==> src/hdl/edm_pkg.sv <==
`default_nettype none

package edm_pkg;

	localparam int TICKS_PER_US = 100;        // 10 ns clock
	localparam int DEAD_TIME = 10;            // both switches off between on states
	localparam int BUCK_PERIOD = 400;         // 4 us switching period
	localparam int HALF_PERIOD = 200;         // phase 180 offset
	localparam int WAIT_BREAKDOWN_MAX = 2000; // 20 us, then give up on the pulse
	localparam int SAMPLE_W = 16;
	localparam int TIME_W = 32;
	localparam int CFG_US_W = 16;             // host on/off time field

	localparam logic signed [SAMPLE_W-1:0] MAX_CURRENT_LIMIT = 76;
	localparam logic signed [SAMPLE_W-1:0] BREAKDOWN_CUR = 10;
	localparam logic signed [SAMPLE_W-1:0] BREAKDOWN_VOL = 40;
	localparam int BREAKDOWN_TIME = 10;       // cycles the gap condition must persist

	localparam int RISE_CHARGE = 120;         // charge cycles while current builds up
	localparam int STAND_CHARGE = 80;         // charge cycles once current stands
	localparam int RISE_PERIODS = 3;

	localparam int BD_CNT_W = $clog2(BREAKDOWN_TIME + 1);
	localparam int BUCK_CNT_W = $clog2(BUCK_PERIOD + 1); // holds the parked value too
	localparam int PERIOD_CNT_W = 16;

	typedef enum logic {
		MODE_BUCK = 1'b0,
		MODE_RES = 1'b1
	} discharge_mode_e;

	typedef enum logic [1:0] {
		S_DEION = 2'd0,
		S_WAIT_BREAKDOWN = 2'd1,
		S_BUCK = 2'd2,
		S_RES = 2'd3
	} fsm_state_e;

	typedef struct packed {
		logic upper; // high side switch
		logic lower; // low side switch
	} gate_pair_t;

	localparam gate_pair_t GATE_OFF = 2'b00;
	localparam gate_pair_t GATE_HIGH = 2'b10;
	localparam gate_pair_t GATE_LOW = 2'b01;

	typedef struct packed {
		discharge_mode_e mode;
		logic [CFG_US_W-1:0] ton_us;
		logic [CFG_US_W-1:0] toff_us;
	} pulse_cfg_t;

	typedef struct packed {
		discharge_mode_e mode;
		logic [TIME_W-1:0] ton_cycles;
		logic [TIME_W-1:0] toff_cycles;
	} pulse_timing_t;

	typedef struct packed {
		gate_pair_t buck1;
		gate_pair_t buck2;
		gate_pair_t res1;
		gate_pair_t res2;
		logic deion;
	} gate_bus_t;

	// first or last dead-time window of the off-time
	function automatic logic in_deion_edge(input logic [TIME_W-1:0] t,
		input logic [TIME_W-1:0] toff);
		return (t < DEAD_TIME) || (t + DEAD_TIME >= toff);
	endfunction

endpackage

`default_nettype wire

==> src/hdl/breakdown_detect.sv <==
`timescale 1ns/100ps
`default_nettype none

module breakdown_detect (
	input wire logic clk,
	input wire logic rst_n,
	input wire logic signed [edm_pkg::SAMPLE_W-1:0] sample_current,
	input wire logic signed [edm_pkg::SAMPLE_W-1:0] sample_voltage,
	input wire edm_pkg::fsm_state_e state,
	output logic is_breakdown
);

	import edm_pkg::*;

	logic [BD_CNT_W-1:0] hold_cnt; // consecutive cycles with the gap condition
	logic gap_cond;

	// current starts flowing while the gap voltage collapses
	assign gap_cond = (sample_current > BREAKDOWN_CUR) && (sample_voltage < BREAKDOWN_VOL);

	always_ff @(posedge clk or negedge rst_n)
	begin
		if (!rst_n)
		begin
			hold_cnt <= '0;
			is_breakdown <= 1'b0;
		end
		else if (state != S_WAIT_BREAKDOWN)
		begin
			hold_cnt <= '0; // only meaningful while waiting
			is_breakdown <= 1'b0;
		end
		else if (gap_cond)
		begin
			if (hold_cnt < BD_CNT_W'(BREAKDOWN_TIME))
				hold_cnt <= hold_cnt + 1'b1;       // saturate at BREAKDOWN_TIME
			if (hold_cnt == BD_CNT_W'(BREAKDOWN_TIME - 1))
				is_breakdown <= 1'b1;               // condition persisted long enough
		end
		else
		begin
			hold_cnt <= '0; // glitch, start over
		end
	end

	// a detection can only come out of the waiting phase
	bd_only_in_wait: assert property (@(posedge clk) disable iff (!rst_n)
		$rose(is_breakdown) |-> $past(state) == S_WAIT_BREAKDOWN)
		else $error("is_breakdown rose outside S_WAIT_BREAKDOWN");

endmodule

`default_nettype wire

==> src/hdl/buck_phase_gen.sv <==
`timescale 1ns/100ps
`default_nettype none

module buck_phase_gen (
	input wire logic clk,
	input wire logic rst_n,
	input wire edm_pkg::fsm_state_e state,
	input wire logic [edm_pkg::TIME_W-1:0] deion_cycles, // off-time timer from the FSM
	input wire edm_pkg::pulse_timing_t timing,
	output edm_pkg::gate_pair_t buck1,                 // phase 0 leg
	output edm_pkg::gate_pair_t buck2                  // phase 180 leg
);

	import edm_pkg::*;

	logic [BUCK_CNT_W-1:0] ph0_cnt;
	logic [BUCK_CNT_W-1:0] ph180_cnt;   // BUCK_PERIOD means parked
	logic [PERIOD_CNT_W-1:0] period_num;
	logic [BUCK_CNT_W-1:0] charge0;
	logic [BUCK_CNT_W-1:0] charge180;   // charge time taken at phase 180 restart

	// off, charge, off, freewheel within one period
	function automatic gate_pair_t leg_pattern(input logic [BUCK_CNT_W-1:0] c,
		input logic [BUCK_CNT_W-1:0] k);
		if (c < DEAD_TIME)
			return GATE_OFF;
		else if (c < k + DEAD_TIME)
			return GATE_HIGH;
		else if (c < k + 2 * DEAD_TIME)
			return GATE_OFF;
		else
			return GATE_LOW;
	endfunction

	// open-loop schedule, longer charge while current rises
	assign charge0 = (period_num < RISE_PERIODS) ? BUCK_CNT_W'(RISE_CHARGE) :
		BUCK_CNT_W'(STAND_CHARGE);

	always_ff @(posedge clk or negedge rst_n)
	begin
		if (!rst_n)
		begin
			ph0_cnt <= '0;
			ph180_cnt <= BUCK_CNT_W'(BUCK_PERIOD);
			period_num <= '0;
			charge180 <= BUCK_CNT_W'(RISE_CHARGE);
		end
		else if (state == S_BUCK)
		begin
			if (ph0_cnt == BUCK_CNT_W'(BUCK_PERIOD - 1))
			begin
				ph0_cnt <= '0;
				if (period_num != '1)
					period_num <= period_num + 1'b1;
			end
			else
				ph0_cnt <= ph0_cnt + 1'b1;

			if (ph0_cnt == BUCK_CNT_W'(HALF_PERIOD - 1))
			begin
				ph180_cnt <= '0;      // half a period behind phase 0
				charge180 <= charge0;  // same schedule, shifted
			end
			else if (ph180_cnt < BUCK_CNT_W'(BUCK_PERIOD))
				ph180_cnt <= ph180_cnt + 1'b1;
		end
		else
		begin
			ph0_cnt <= '0;
			ph180_cnt <= BUCK_CNT_W'(BUCK_PERIOD); // invalid until first restart
			period_num <= '0;
		end
	end

	always_ff @(posedge clk or negedge rst_n)
	begin
		if (!rst_n)
		begin
			buck1 <= GATE_OFF;
			buck2 <= GATE_OFF;
		end
		else
		begin
			case (state)
				S_BUCK:
				begin
					buck1 <= leg_pattern(ph0_cnt, charge0);
					if (ph180_cnt == BUCK_CNT_W'(BUCK_PERIOD))
						buck2 <= GATE_OFF; // not started yet, no freewheel either
					else
						buck2 <= leg_pattern(ph180_cnt, charge180);
				end
				S_DEION:
				begin
					if (in_deion_edge(deion_cycles, timing.toff_cycles))
					begin
						buck1 <= GATE_OFF; // dead time at both ends of the off-time
						buck2 <= GATE_OFF;
					end
					else
					begin
						buck1 <= GATE_LOW; // drain inductors through low side
						buck2 <= GATE_LOW;
					end
				end
				default:
				begin
					buck1 <= GATE_OFF; // waiting or resistor discharge
					buck2 <= GATE_OFF;
				end
			endcase
		end
	end

	no_shoot_through: assert property (@(posedge clk) disable iff (!rst_n)
		(buck1 != 2'b11) && (buck2 != 2'b11))
		else $error("buck leg with both switches on");

endmodule

`default_nettype wire

==> src/hdl/discharge_fsm.sv <==
`timescale 1ns/100ps
`default_nettype none

module discharge_fsm (
	input wire logic clk,
	input wire logic rst_n,
	input wire logic machine_on,
	input wire logic signed [edm_pkg::SAMPLE_W-1:0] sample_current,
	input wire logic is_breakdown,
	input wire edm_pkg::pulse_timing_t timing,
	output edm_pkg::fsm_state_e state,
	output logic [edm_pkg::TIME_W-1:0] deion_cycles, // cycles spent in S_DEION
	output logic is_operation,
	output edm_pkg::gate_pair_t res1,
	output edm_pkg::gate_pair_t res2,
	output logic deion                               // Qoff deion switch
);

	import edm_pkg::*;

	logic is_overcurrent;
	fsm_state_e state_next;
	logic [TIME_W-1:0] wait_cycles; // time spent waiting for breakdown
	logic [TIME_W-1:0] on_cycles;   // discharge time, buck or res

	always_ff @(posedge clk or negedge rst_n)
	begin
		if (!rst_n)
		begin
			is_overcurrent <= 1'b0;
			is_operation <= 1'b0;
		end
		else
		begin
			is_overcurrent <= (sample_current > MAX_CURRENT_LIMIT);
			is_operation <= machine_on && !is_overcurrent; // overcurrent stops the pulses
		end
	end

	always_comb
	begin
		state_next = state;
		case (state)
			S_DEION:
				if (deion_cycles >= timing.toff_cycles && is_operation)
					state_next = S_WAIT_BREAKDOWN;
			S_WAIT_BREAKDOWN:
				if (!is_operation || wait_cycles > WAIT_BREAKDOWN_MAX)
					state_next = S_DEION; // abandon this pulse
				else if (is_breakdown)
					state_next = (timing.mode == MODE_RES) ? S_RES : S_BUCK;
			S_BUCK:
				if (on_cycles + 1'b1 >= timing.ton_cycles)
					state_next = S_DEION;
			S_RES:
				if (on_cycles + 1'b1 >= timing.ton_cycles || !is_operation)
					state_next = S_DEION;
			default:
				state_next = S_DEION;
		endcase
	end

	always_ff @(posedge clk or negedge rst_n)
	begin
		if (!rst_n)
		begin
			state <= S_DEION;
			deion_cycles <= '0;
			wait_cycles <= '0;
			on_cycles <= '0;
		end
		else
		begin
			state <= state_next;
			if (state == S_DEION && state_next == S_DEION)
			begin
				if (deion_cycles < timing.toff_cycles)
					deion_cycles <= deion_cycles + 1'b1; // hold at toff until enabled
			end
			else
				deion_cycles <= '0;
			wait_cycles <= (state == S_WAIT_BREAKDOWN) ? wait_cycles + 1'b1 : '0;
			on_cycles <= (state == S_BUCK || state == S_RES) ? on_cycles + 1'b1 : '0;
		end
	end

	always_ff @(posedge clk or negedge rst_n)
	begin
		if (!rst_n)
		begin
			res1 <= GATE_OFF;
			res2 <= GATE_OFF;
			deion <= 1'b0;
		end
		else
		begin
			case (state)
				S_WAIT_BREAKDOWN, S_RES:
				begin
					res1 <= GATE_HIGH; // gap sees the supply through the resistor
					res2 <= GATE_OFF;
					deion <= 1'b0;
				end
				S_DEION:
				begin
					if (in_deion_edge(deion_cycles, timing.toff_cycles))
					begin
						res1 <= GATE_OFF;
						res2 <= GATE_OFF;
						deion <= 1'b0;
					end
					else
					begin
						res1 <= GATE_LOW;
						res2 <= GATE_LOW;
						deion <= 1'b1; // short the gap to clear it
					end
				end
				default:
				begin
					res1 <= GATE_OFF; // buck discharge owns the gap
					res2 <= GATE_OFF;
					deion <= 1'b0;
				end
			endcase
		end
	end

	// deion never overlaps a high side switch nor follows one directly
	deion_vs_upper: assert property (@(posedge clk) disable iff (!rst_n)
		deion |-> !res1.upper && !res2.upper && $past(!res1.upper && !res2.upper))
		else $error("deion on next to an upper switch");

endmodule

`default_nettype wire

==> src/hdl/edm_pulse_ctrl.sv <==
`timescale 1ns/100ps
`default_nettype none

module edm_pulse_ctrl (
	input wire logic clk,
	input wire logic rst_n,
	input wire logic machine_on,
	input wire edm_pkg::pulse_cfg_t cfg,
	input wire logic cfg_req,
	output logic cfg_ack,
	input wire logic signed [edm_pkg::SAMPLE_W-1:0] sample_current,
	input wire logic signed [edm_pkg::SAMPLE_W-1:0] sample_voltage,
	output edm_pkg::gate_bus_t gates,
	output logic is_operation,
	output logic is_breakdown
);

	import edm_pkg::*;

	pulse_timing_t timing;
	fsm_state_e state;
	logic [TIME_W-1:0] deion_cycles;
	gate_pair_t buck1;
	gate_pair_t buck2;
	gate_pair_t res1;
	gate_pair_t res2;
	logic deion;

	assign gates = '{buck1: buck1, buck2: buck2, res1: res1, res2: res2, deion: deion};

	pulse_config i_pulse_config (
		.clk(clk),
		.rst_n(rst_n),
		.cfg(cfg),
		.cfg_req(cfg_req),
		.cfg_ack(cfg_ack),
		.timing(timing)
	);

	discharge_fsm i_discharge_fsm (
		.clk(clk),
		.rst_n(rst_n),
		.machine_on(machine_on),
		.sample_current(sample_current),
		.is_breakdown(is_breakdown),
		.timing(timing),
		.state(state),
		.deion_cycles(deion_cycles),
		.is_operation(is_operation),
		.res1(res1),
		.res2(res2),
		.deion(deion)
	);

	breakdown_detect i_breakdown_detect (
		.clk(clk),
		.rst_n(rst_n),
		.sample_current(sample_current),
		.sample_voltage(sample_voltage),
		.state(state),
		.is_breakdown(is_breakdown)
	);

	buck_phase_gen i_buck_phase_gen (
		.clk(clk),
		.rst_n(rst_n),
		.state(state),
		.deion_cycles(deion_cycles),
		.timing(timing),
		.buck1(buck1),
		.buck2(buck2)
	);

endmodule

`default_nettype wire

==> src/hdl/pulse_config.sv <==
`timescale 1ns/100ps
`default_nettype none

module pulse_config (
	input wire logic clk,
	input wire logic rst_n,
	input wire edm_pkg::pulse_cfg_t cfg,        // host settings, stable while cfg_req
	input wire logic cfg_req,
	output logic cfg_ack,
	output edm_pkg::pulse_timing_t timing       // settings in clock cycles
);

	import edm_pkg::*;

	always_ff @(posedge clk or negedge rst_n)
	begin
		if (!rst_n)
		begin
			cfg_ack <= 1'b0;
			timing <= '{mode: MODE_BUCK, ton_cycles: '0, toff_cycles: '0};
		end
		else if (cfg_req && !cfg_ack)
		begin
			cfg_ack <= 1'b1; // request seen, take the settings
			timing.mode <= cfg.mode;
			timing.ton_cycles <= TIME_W'(cfg.ton_us) * TIME_W'(TICKS_PER_US);  // us to cycles
			timing.toff_cycles <= TIME_W'(cfg.toff_us) * TIME_W'(TICKS_PER_US);
		end
		else if (!cfg_req && cfg_ack)
		begin
			cfg_ack <= 1'b0; // return to idle
		end
	end

	// ack only answers a request that was up on the previous edge
	ack_follows_req: assert property (@(posedge clk) disable iff (!rst_n)
		$rose(cfg_ack) |-> $past(cfg_req))
		else $error("cfg_ack rose without cfg_req");

endmodule

`default_nettype wire

==> config.mk <==
export PLATFORM = sky130hd
export DESIGN_NAME = edm_pulse_ctrl
export DESIGN_NICKNAME = d
export VERILOG_FILES = /design/src/hdl/edm_pkg.sv /design/src/hdl/breakdown_detect.sv /design/src/hdl/buck_phase_gen.sv /design/src/hdl/discharge_fsm.sv /design/src/hdl/edm_pulse_ctrl.sv /design/src/hdl/pulse_config.sv
export SDC_FILE = /design/constraint.sdc
export NUM_CORES = 1
export LEC_CHECK = 0
export BUFFER_PORTS_ARGS = -buffer_cell sky130_fd_sc_hd__buf_2
export CORE_MARGIN = 2
export CORE_UTILIZATION = 40
export CTS_CLUSTER_DIAMETER = 150
export DETAILED_ROUTE_END_ITERATION = 7
export SYNTH_ARGS = -nofsm -noshare
export SYNTH_HDL_FRONTEND = slang
export SYNTH_SLANG_ARGS = --single-unit
==> constraint.sdc <==
create_clock -name clk -period 6.8 [get_ports clk]
set_input_delay 0.34 -clock clk [delete_from_list [all_inputs] [get_ports clk]]
set_output_delay 0.34 -clock clk [all_outputs]
set_load 0.02 [all_outputs]
# After elaboration in Yosys (flattened, before gate mapping)
# Index checks and enable logic that the tools add are counted.
[word_totals]
reg_bits = 201
input_bits = 69
elab_cells = 136
[classes]
n_mux = 42
n_mul = 2
n_eq_ne = 14
magnitude_cmp = 18
n_reduce_logical = 23
n_addsub = 12
[op_table]
columns = ["operator", "n"]
rows = [
  ["$lt 9x32->1", 4],
  ["$mux 32", 4],
  ["$add 32x1->32 const B", 3],
  ["$ge 32x23->1", 3],
  ["$mux 16", 3],
  ["$mux 9", 5],
  ["$mul 16x5->21 const B", 2],
  ["$add 32x4->32 const B", 1],
  ["$gt 32x11->1 const B", 1],
  ["$lt 32x23->1", 1],
  ["$lt 32x4->1 const B", 1],
  ["$mux 2", 11],
  ["$add 9x4->10 const B", 2],
  ["$add 9x5->10 const B", 2],
  ["$add 9x1->9 const B", 2],
  ["$eq 9x9->1 const B", 2],
  ["$lt 9x4->1 const B", 2],
  ["$add 16x1->16 const B", 1],
  ["$gt 16x5->1 const B", 1],
  ["$gt 16x8->1 const B", 1],
  ["$lt 16x2->1 const B", 1],
  ["$lt 16x7->1 const B", 1],
  ["$ne 16x16->1 const B", 1],
  ["$mux 4", 3],
  ["other kinds (21)", 53],
]

# Logic depth before layout (Yosys ltp)
[logic_depth]
ltp_word = 8
ltp_mapped = 15
mapped_depth_nobuf = 13

# By module
# From an unflattened synthesis, not the netlist that was laid out.
[hier_totals]
hier_cells = 1976
hier_area_um2 = 17232.8
[modules_own_cells]
columns = ["module", "n_inst", "cells_each", "area_per_inst_um2", "seq_area_each_um2"]
rows = [
  ["discharge_fsm", 1, 933, 7952.6, 2552.4],
  ["pulse_config", 1, 562, 5178.7, 1101.1],
  ["buck_phase_gen", 1, 445, 3744.8, 980.9],
  ["breakdown_detect", 1, 35, 349.1, 125.1],
  ["edm_pulse_ctrl", 1, 1, 7.5, 0.0],
]

# Least setup slack after synthesis
# OpenSTA, ideal clock, no wires.
[synth_path]
path_kind = "input to register"
start = "in cfg[18] (netlist bit)"
end = "reg i_pulse_config.timing[53] (netlist name)"
t_arrival_ns = 3.192
path_buffers = 0
path_slack_ns = 3.512
stages = 13
path_cell_list = "ha_1 ha_1 inv_1 fa_1 inv_1 ha_1 o21ai_0 o21ai_0 a211oi_1 nor3_1 o31a_1 o21a_1 o31ai_1"
[synth_via]
elab_chain_len = 1
[synth_lines]
columns = ["element", "line", "rtl"]
rows = [
  ["from (decl)", "edm_pulse_ctrl.sv:8", "input wire edm_pkg::pulse_cfg_t cfg,"],
  ["$mul 16x5->21", "pulse_config.sv:26", "timing.ton_cycles <= TIME_W'(cfg.ton_us) * TIME_W'(TICKS_PER_US);"],
]
# Every way passes these cells.
# A chain may end at the register's enable or synchronous reset.

# Worst setup path in the final report
[layout_path]
start = "reg i_discharge_fsm.deion_cycles[4] (netlist bit)"
end = "reg i_discharge_fsm.deion"
[layout_via]
elab_chain_len = 5
elab_cells_between_ends = 6
classes_between = "add/sub (1); order compare (2); mux (2); reduce/logical (1)"
[layout_lines]
columns = ["element", "line", "rtl"]
rows = [
  ["from (decl)", "discharge_fsm.sv:12", "output logic [edm_pkg::TIME_W-1:0] deion_cycles,"],
  ["from (signal assigned)", "discharge_fsm.sv:78", "deion_cycles <= deion_cycles + 1'b1;"],
  ["$add 32x4->32", "edm_pkg.sv:71", "return (t < DEAD_TIME) || (t + DEAD_TIME >= toff);"],
  ["$ge 32x23->1", "edm_pkg.sv:71", ""],
  ["$logic_or 1x1->1 (*)", "edm_pkg.sv:71", ""],
  ["$mux 1 (*)", "discharge_fsm.sv:106", "if (in_deion_edge(deion_cycles, timing.toff_cycles))"],
  ["$mux 1 (*)", "discharge_fsm.sv:97", "case (state)"],
  ["to (signal assigned)", "discharge_fsm.sv:102", "deion <= 1'b0;"],
  ["to (signal assigned)", "discharge_fsm.sv:110", "deion <= 1'b0;"],
  ["to (signal assigned)", "discharge_fsm.sv:116", "deion <= 1'b1;"],
  ["to (decl)", "discharge_fsm.sv:16", "output logic deion"],
]
# Mark *: on every way between the ends. The rest lies on a longest branch, timed or not.

==> summary.txt <==
Setup path
  – Required time worst endpoint: about 7.1 ns
  – Number of cells traversed by the worst register-to-register path: 13
  – Register-to-Register Setup Slack: ~2.9 ns
  – Peak fanout along the critical path: 12
  – Capture instance of the worst register-to-register path: i_discharge_fsm.deion$_DFF_PN0_
  – Maximum single-stage delay on the critical path: about 0.75 ns
  – Crit-path leading delay family: simple AND/OR/NAND/NOR gates
  – Cell with the largest stage delay on the worst path: or4_1
  – CP arrival: about 4.3 ns
  – Crit path buf inv count: 0
  – Setup CP Type: reg2reg
  – Source of the worst register-to-register timing path: i_discharge_fsm.deion_cycles[4]$_DFFE_PN0P_
  – CP endpoint kind: flip-flop
  – Cell breakdown of the critical path: nand2_1 > or4_1 > nand2b_1 > nor2_1 > xor2_1 > ha_1 > a21o_1 > a21o_1 > a21oi_1 > o221ai_1 > nor3_1 > nor2_1 > nor3_1
  – Startpoint type of the worst setup path: flip-flop

Finish
  – Proportion of layout cells with a drive suffix above 1: about 8.4%
  – Non-filler cells in the finished layout: 2143
  – Final Core Density: between 40 and 50%
  – Fin nets: between 1500 and 2000
  – Area growth, synth to finish: 9.74%

Routing
  – DRT Wirelength: about 30 mm
  – # DRC: 0
  – DRC marker count from the first detailed-route iteration: 422
  – Number of antenna-violating nets in the routed design: 0
  – Initial DRT Pass Iterations: 5
  – Via count: 11200
  – Avg Vias per Cell: 5.23
  – Detail-routed net length per standard cell: 14.2 microns

Logic synthesis
  – Proportion of synthesized chip area in sequential cells: 33.1%
  – Area fraction in compound gates after synthesis: 10.7%
  – Yosys synthesis warning count: 0
  – Mean Syn Cell Area: 8.91 sq um
  – Total of flip-flops plus latches after synthesis: between 150 and 200
  – Number of enable-type register cells in the synthesized netlist: 0
  – Synthesized-area fraction occupied by adder cells: between 10% and 20%
  – Post-synthesis xor/xnor area fraction: slightly below 9%
  – Post-Synth Simple-Gate Area: 20.2%
  – Count of unique library cells instantiated by Yosys: 67
  – Share of synthesized registers carrying an async set or reset: between 90% and 100%
  – Mapped Area: around 0.014 sq mm
  – Post-Syn Instances: about 1600
  – Multiplexer fraction of the synthesized cell area: 0.948%
  – Post-synth top flop: dfrtp_1
  – Largest family of logic cells by synthesized area: simple AND/OR/NAND/NOR gates
  – Net count of the mapped netlist: 1899

CTS
  – Maximum level of the CTS H-tree: 4
  – Cell at the root of the clock tree: clkbuf_16
  – Register clock-pin slew on the reported worst setup and hold paths: 0.07 ns
  – Total clock buffers created by CTS: 17
  – TritonCTS clock tree: built
  – PostCTS Resize Cnt: 0
  – Post-CTS setup-driven buffer insertion count: 0
  – Bufs on Longest Clock Path: 2
  – Later-pin clock latency in the skew report: 0.45 ns
  – Sinks on Clock Net: 190
  – Hold-fix buffers at CTS: 1

Placement
  – Setup slack after placement: 2.94 ns
  – Count of input and output buffers: 76
  – Placed Instances: 2109
  – Placer Congestion: 0.837
  – Detailed placement HPWL: 23.0 mm

Worst hold path
  – Hold/Removal Path Class: in2reg
  – Worst Min Path Start: sample_current[15]
  – Hold EP: i_discharge_fsm.is_overcurrent$_DFF_PN0_
  – Hold path cells: 2

Global routing
  – GR Overflow Total: 0
  – First-pass GRT wire length: 53.4 mm
  – Antenna violations before repair: 2
  – Total routing usage reported by global routing: 16.9%
  – Largest net degree at the start of global routing: 76
  – Vias in the first global route: 11300

Pwr
  – P per Cell Area: roughly 230 mW/mm^2
  – Maximum resistive drop on vdd: 0.230 mV
  – Static Leak: 7.64 nW

Timing
  – Setup TNS: 0 ns
  – Slew at the pin with the worst max-slew slack: 0.887 ns
  – Peak Freq: 255 MHz
  – Share of the cycle needed by the critical path after routing: ~58%
  – Post-Route Hold Slack: 0.0530 ns
  – Post-Route Skew: roughly 0.012 ns
  – Final hold violation count: 0
  – Unrepaired setup endpoints after global routing: false
  – Number of max-slew violations in the final report: 0
  – Setup slack of the critical path after layout: 2.88 ns
  – Count of final setup violators: 0
  – Worst max-slew margin expressed relative to the limit: 40.9%
  – Min Tclk post-route: 3.92 ns

Floorplanning
  – Cell row count: 69
  – Area of the die: around 0.038 sq mm
  – Width of the chip: ~190 microns
  – Initial Utilization: 40.6%
  – Die extent in y: 194 microns
  – Core box area: around 0.035 sq mm
  – I/O Pins: 81

Outcome
  – Run status: complete, no violations

Job
  – # Max-Cap Violations: 0
## kinds of logic after synthesis
kind of cell / Yosys count
other: 1
muxes: 13
buffers and inverters: 233
DFF: 190
adders and majority gates: 214
AOI/OAI and AO/OA: 237
and+or+nand+nor: 582
xor gates and xnor gates: 146
## sequential cells by signal, indices dropped and copies added (netlist names)
register and flops:
i_discharge_fsm.res1 1, i_buck_phase_gen.buck1 2, i_buck_phase_gen.ph180_cnt 9, i_discharge_fsm.is_operation 1
i_buck_phase_gen.charge180 1, i_buck_phase_gen.buck2 2, i_pulse_config.timing 43, i_discharge_fsm.deion_cycles 32
i_buck_phase_gen.ph0_cnt 9, i_buck_phase_gen.period_num 16, i_discharge_fsm.is_overcurrent 1, i_pulse_config.cfg_ack 1
i_discharge_fsm.wait_cycles 32, i_discharge_fsm.on_cycles 32, i_breakdown_detect.hold_cnt 4, i_breakdown_detect.is_breakdown 1
i_discharge_fsm.deion 1, i_discharge_fsm.state 2
## Yosys cell counts, types with 11 or more instances
library cell,instances,share of area [%]
ha_1,192,17
dfrtp_1,186,32
inv_1,184,4.8
nor2_1,164,4.3
nand2_1,115,3.0
xnor2_1,84,5.1
o21ai_0,65,2.3
xor2_1,62,3.8
a21oi_1,53,1.8
nand3_1,46,1.6
nor3_1,43,1.5
nand4_1,40,1.7
and2_1,37,1.6
clkbuf_1,36,0.94
nor4_1,31,1.3
a21o_1,22,1.1
fa_1,22,3.1
and3_1,18,0.78
or3_1,18,0.78
and4_1,15,0.91
nor2b_1,13,0.57
a31oi_1,11,0.48
o21a_1,11,0.57
## final cells by class
cell class | count | area [sq um]
Fill cell | 3487 | 19700
Multi-Input combinational cell | 1193 | 8720
Sequential cell | 190 | 4760
Inverter | 184 | 691
Tap cell | 461 | 577
Timing Repair Buffer | 82 | 437
Clock buffer | 18 | 429
Clock inverter | 14 | 180
Antenna cell | 1 | 2.50
## cell usage in the layout, fill, tap and decap left out, types with 7 or more instances in the layout
cell       instances
nand2b_1          10
a211oi_1           9
and3_1            18
or3_1             18
a211o_1            7
o21ai_0           65
buf_2             75
mux2i_1            8
a31oi_1           11
dfrtp_1          186
and4_1            15
o21bai_1           8
o211ai_1           9
or2_2             10
nand2_1          115
nor3_1            43
xnor2_1           84
o21a_1            11
nand3_1           46
or4_1             10
ha_1             191
clkbuf_16         17
xor2_1            62
fa_1              22
a21o_1            22
nand4_1           40
inv_1            184
nor2_1           164
a21oi_1           53
nor4_1            31
and2_1            37
nor2b_1           13
## power breakdown
group	internal (mW)	switching (mW)	leakage, nW	total (mW)
Combinational	0.504	0.711	4.82	1.22
Sequential	1.27	0.0793	2.53	1.35
Clock	0.588	0.479	0.298	1.07
## metrics by stage
| step | area (sq um) | total power [mW] |
|---|---|---|
| after floorplan | 14400 | 2.29 |
| after global placement | 15200 | 2.56 |
| after detailed placement | 15200 | 2.60 |
| after CTS | 15800 | 3.69 |
| after global routing | 15800 | 3.93 |
| final | 15800 | 3.63 |
## how the worst max path moves through the flow
stage | endpoint | slack [ns] | depth (start not counted) | from
after floorplan | i_pulse_config.timing[53]$_DFFE_PN0P_ | 3.51 | 13 | cfg[18]
after global placement | i_discharge_fsm.deion$_DFF_PN0_ | 2.98 | 13 | i_discharge_fsm.deion_cycles[4]$_DFFE_PN0P_
after detailed placement | i_buck_phase_gen.buck2[0]$_DFF_PN0_ | 2.94 | 13 | i_discharge_fsm.deion_cycles[4]$_DFFE_PN0P_
after CTS | i_buck_phase_gen.buck2[0]$_DFF_PN0_ | 2.91 | 13 | i_discharge_fsm.deion_cycles[4]$_DFFE_PN0P_
after global routing | i_buck_phase_gen.buck2[0]$_DFF_PN0_ | 2.60 | 13 | i_discharge_fsm.deion_cycles[4]$_DFFE_PN0P_
final | i_discharge_fsm.deion$_DFF_PN0_ | 2.88 | 13 | i_discharge_fsm.deion_cycles[4]$_DFFE_PN0P_
## per-layer routing
| metal | part of all wire, % | GRT usage [%] | vias to the layer above | routed length [microns] |
|---|---|---|---|---|
| met5 | 0.039 | 0 | - | 12 |
| met4 | 1.2 | 4.21 | 2 | 362 |
| met3 | 2.9 | 3.01 | 22 | 896 |
| met2 | 48 | 28.7 | 138 | 14600 |
| met1 | 48 | 22.4 | 5381 | 14600 |
| li1 | - | - | 5655 | - |
Power figures use the tool's default switching activity.
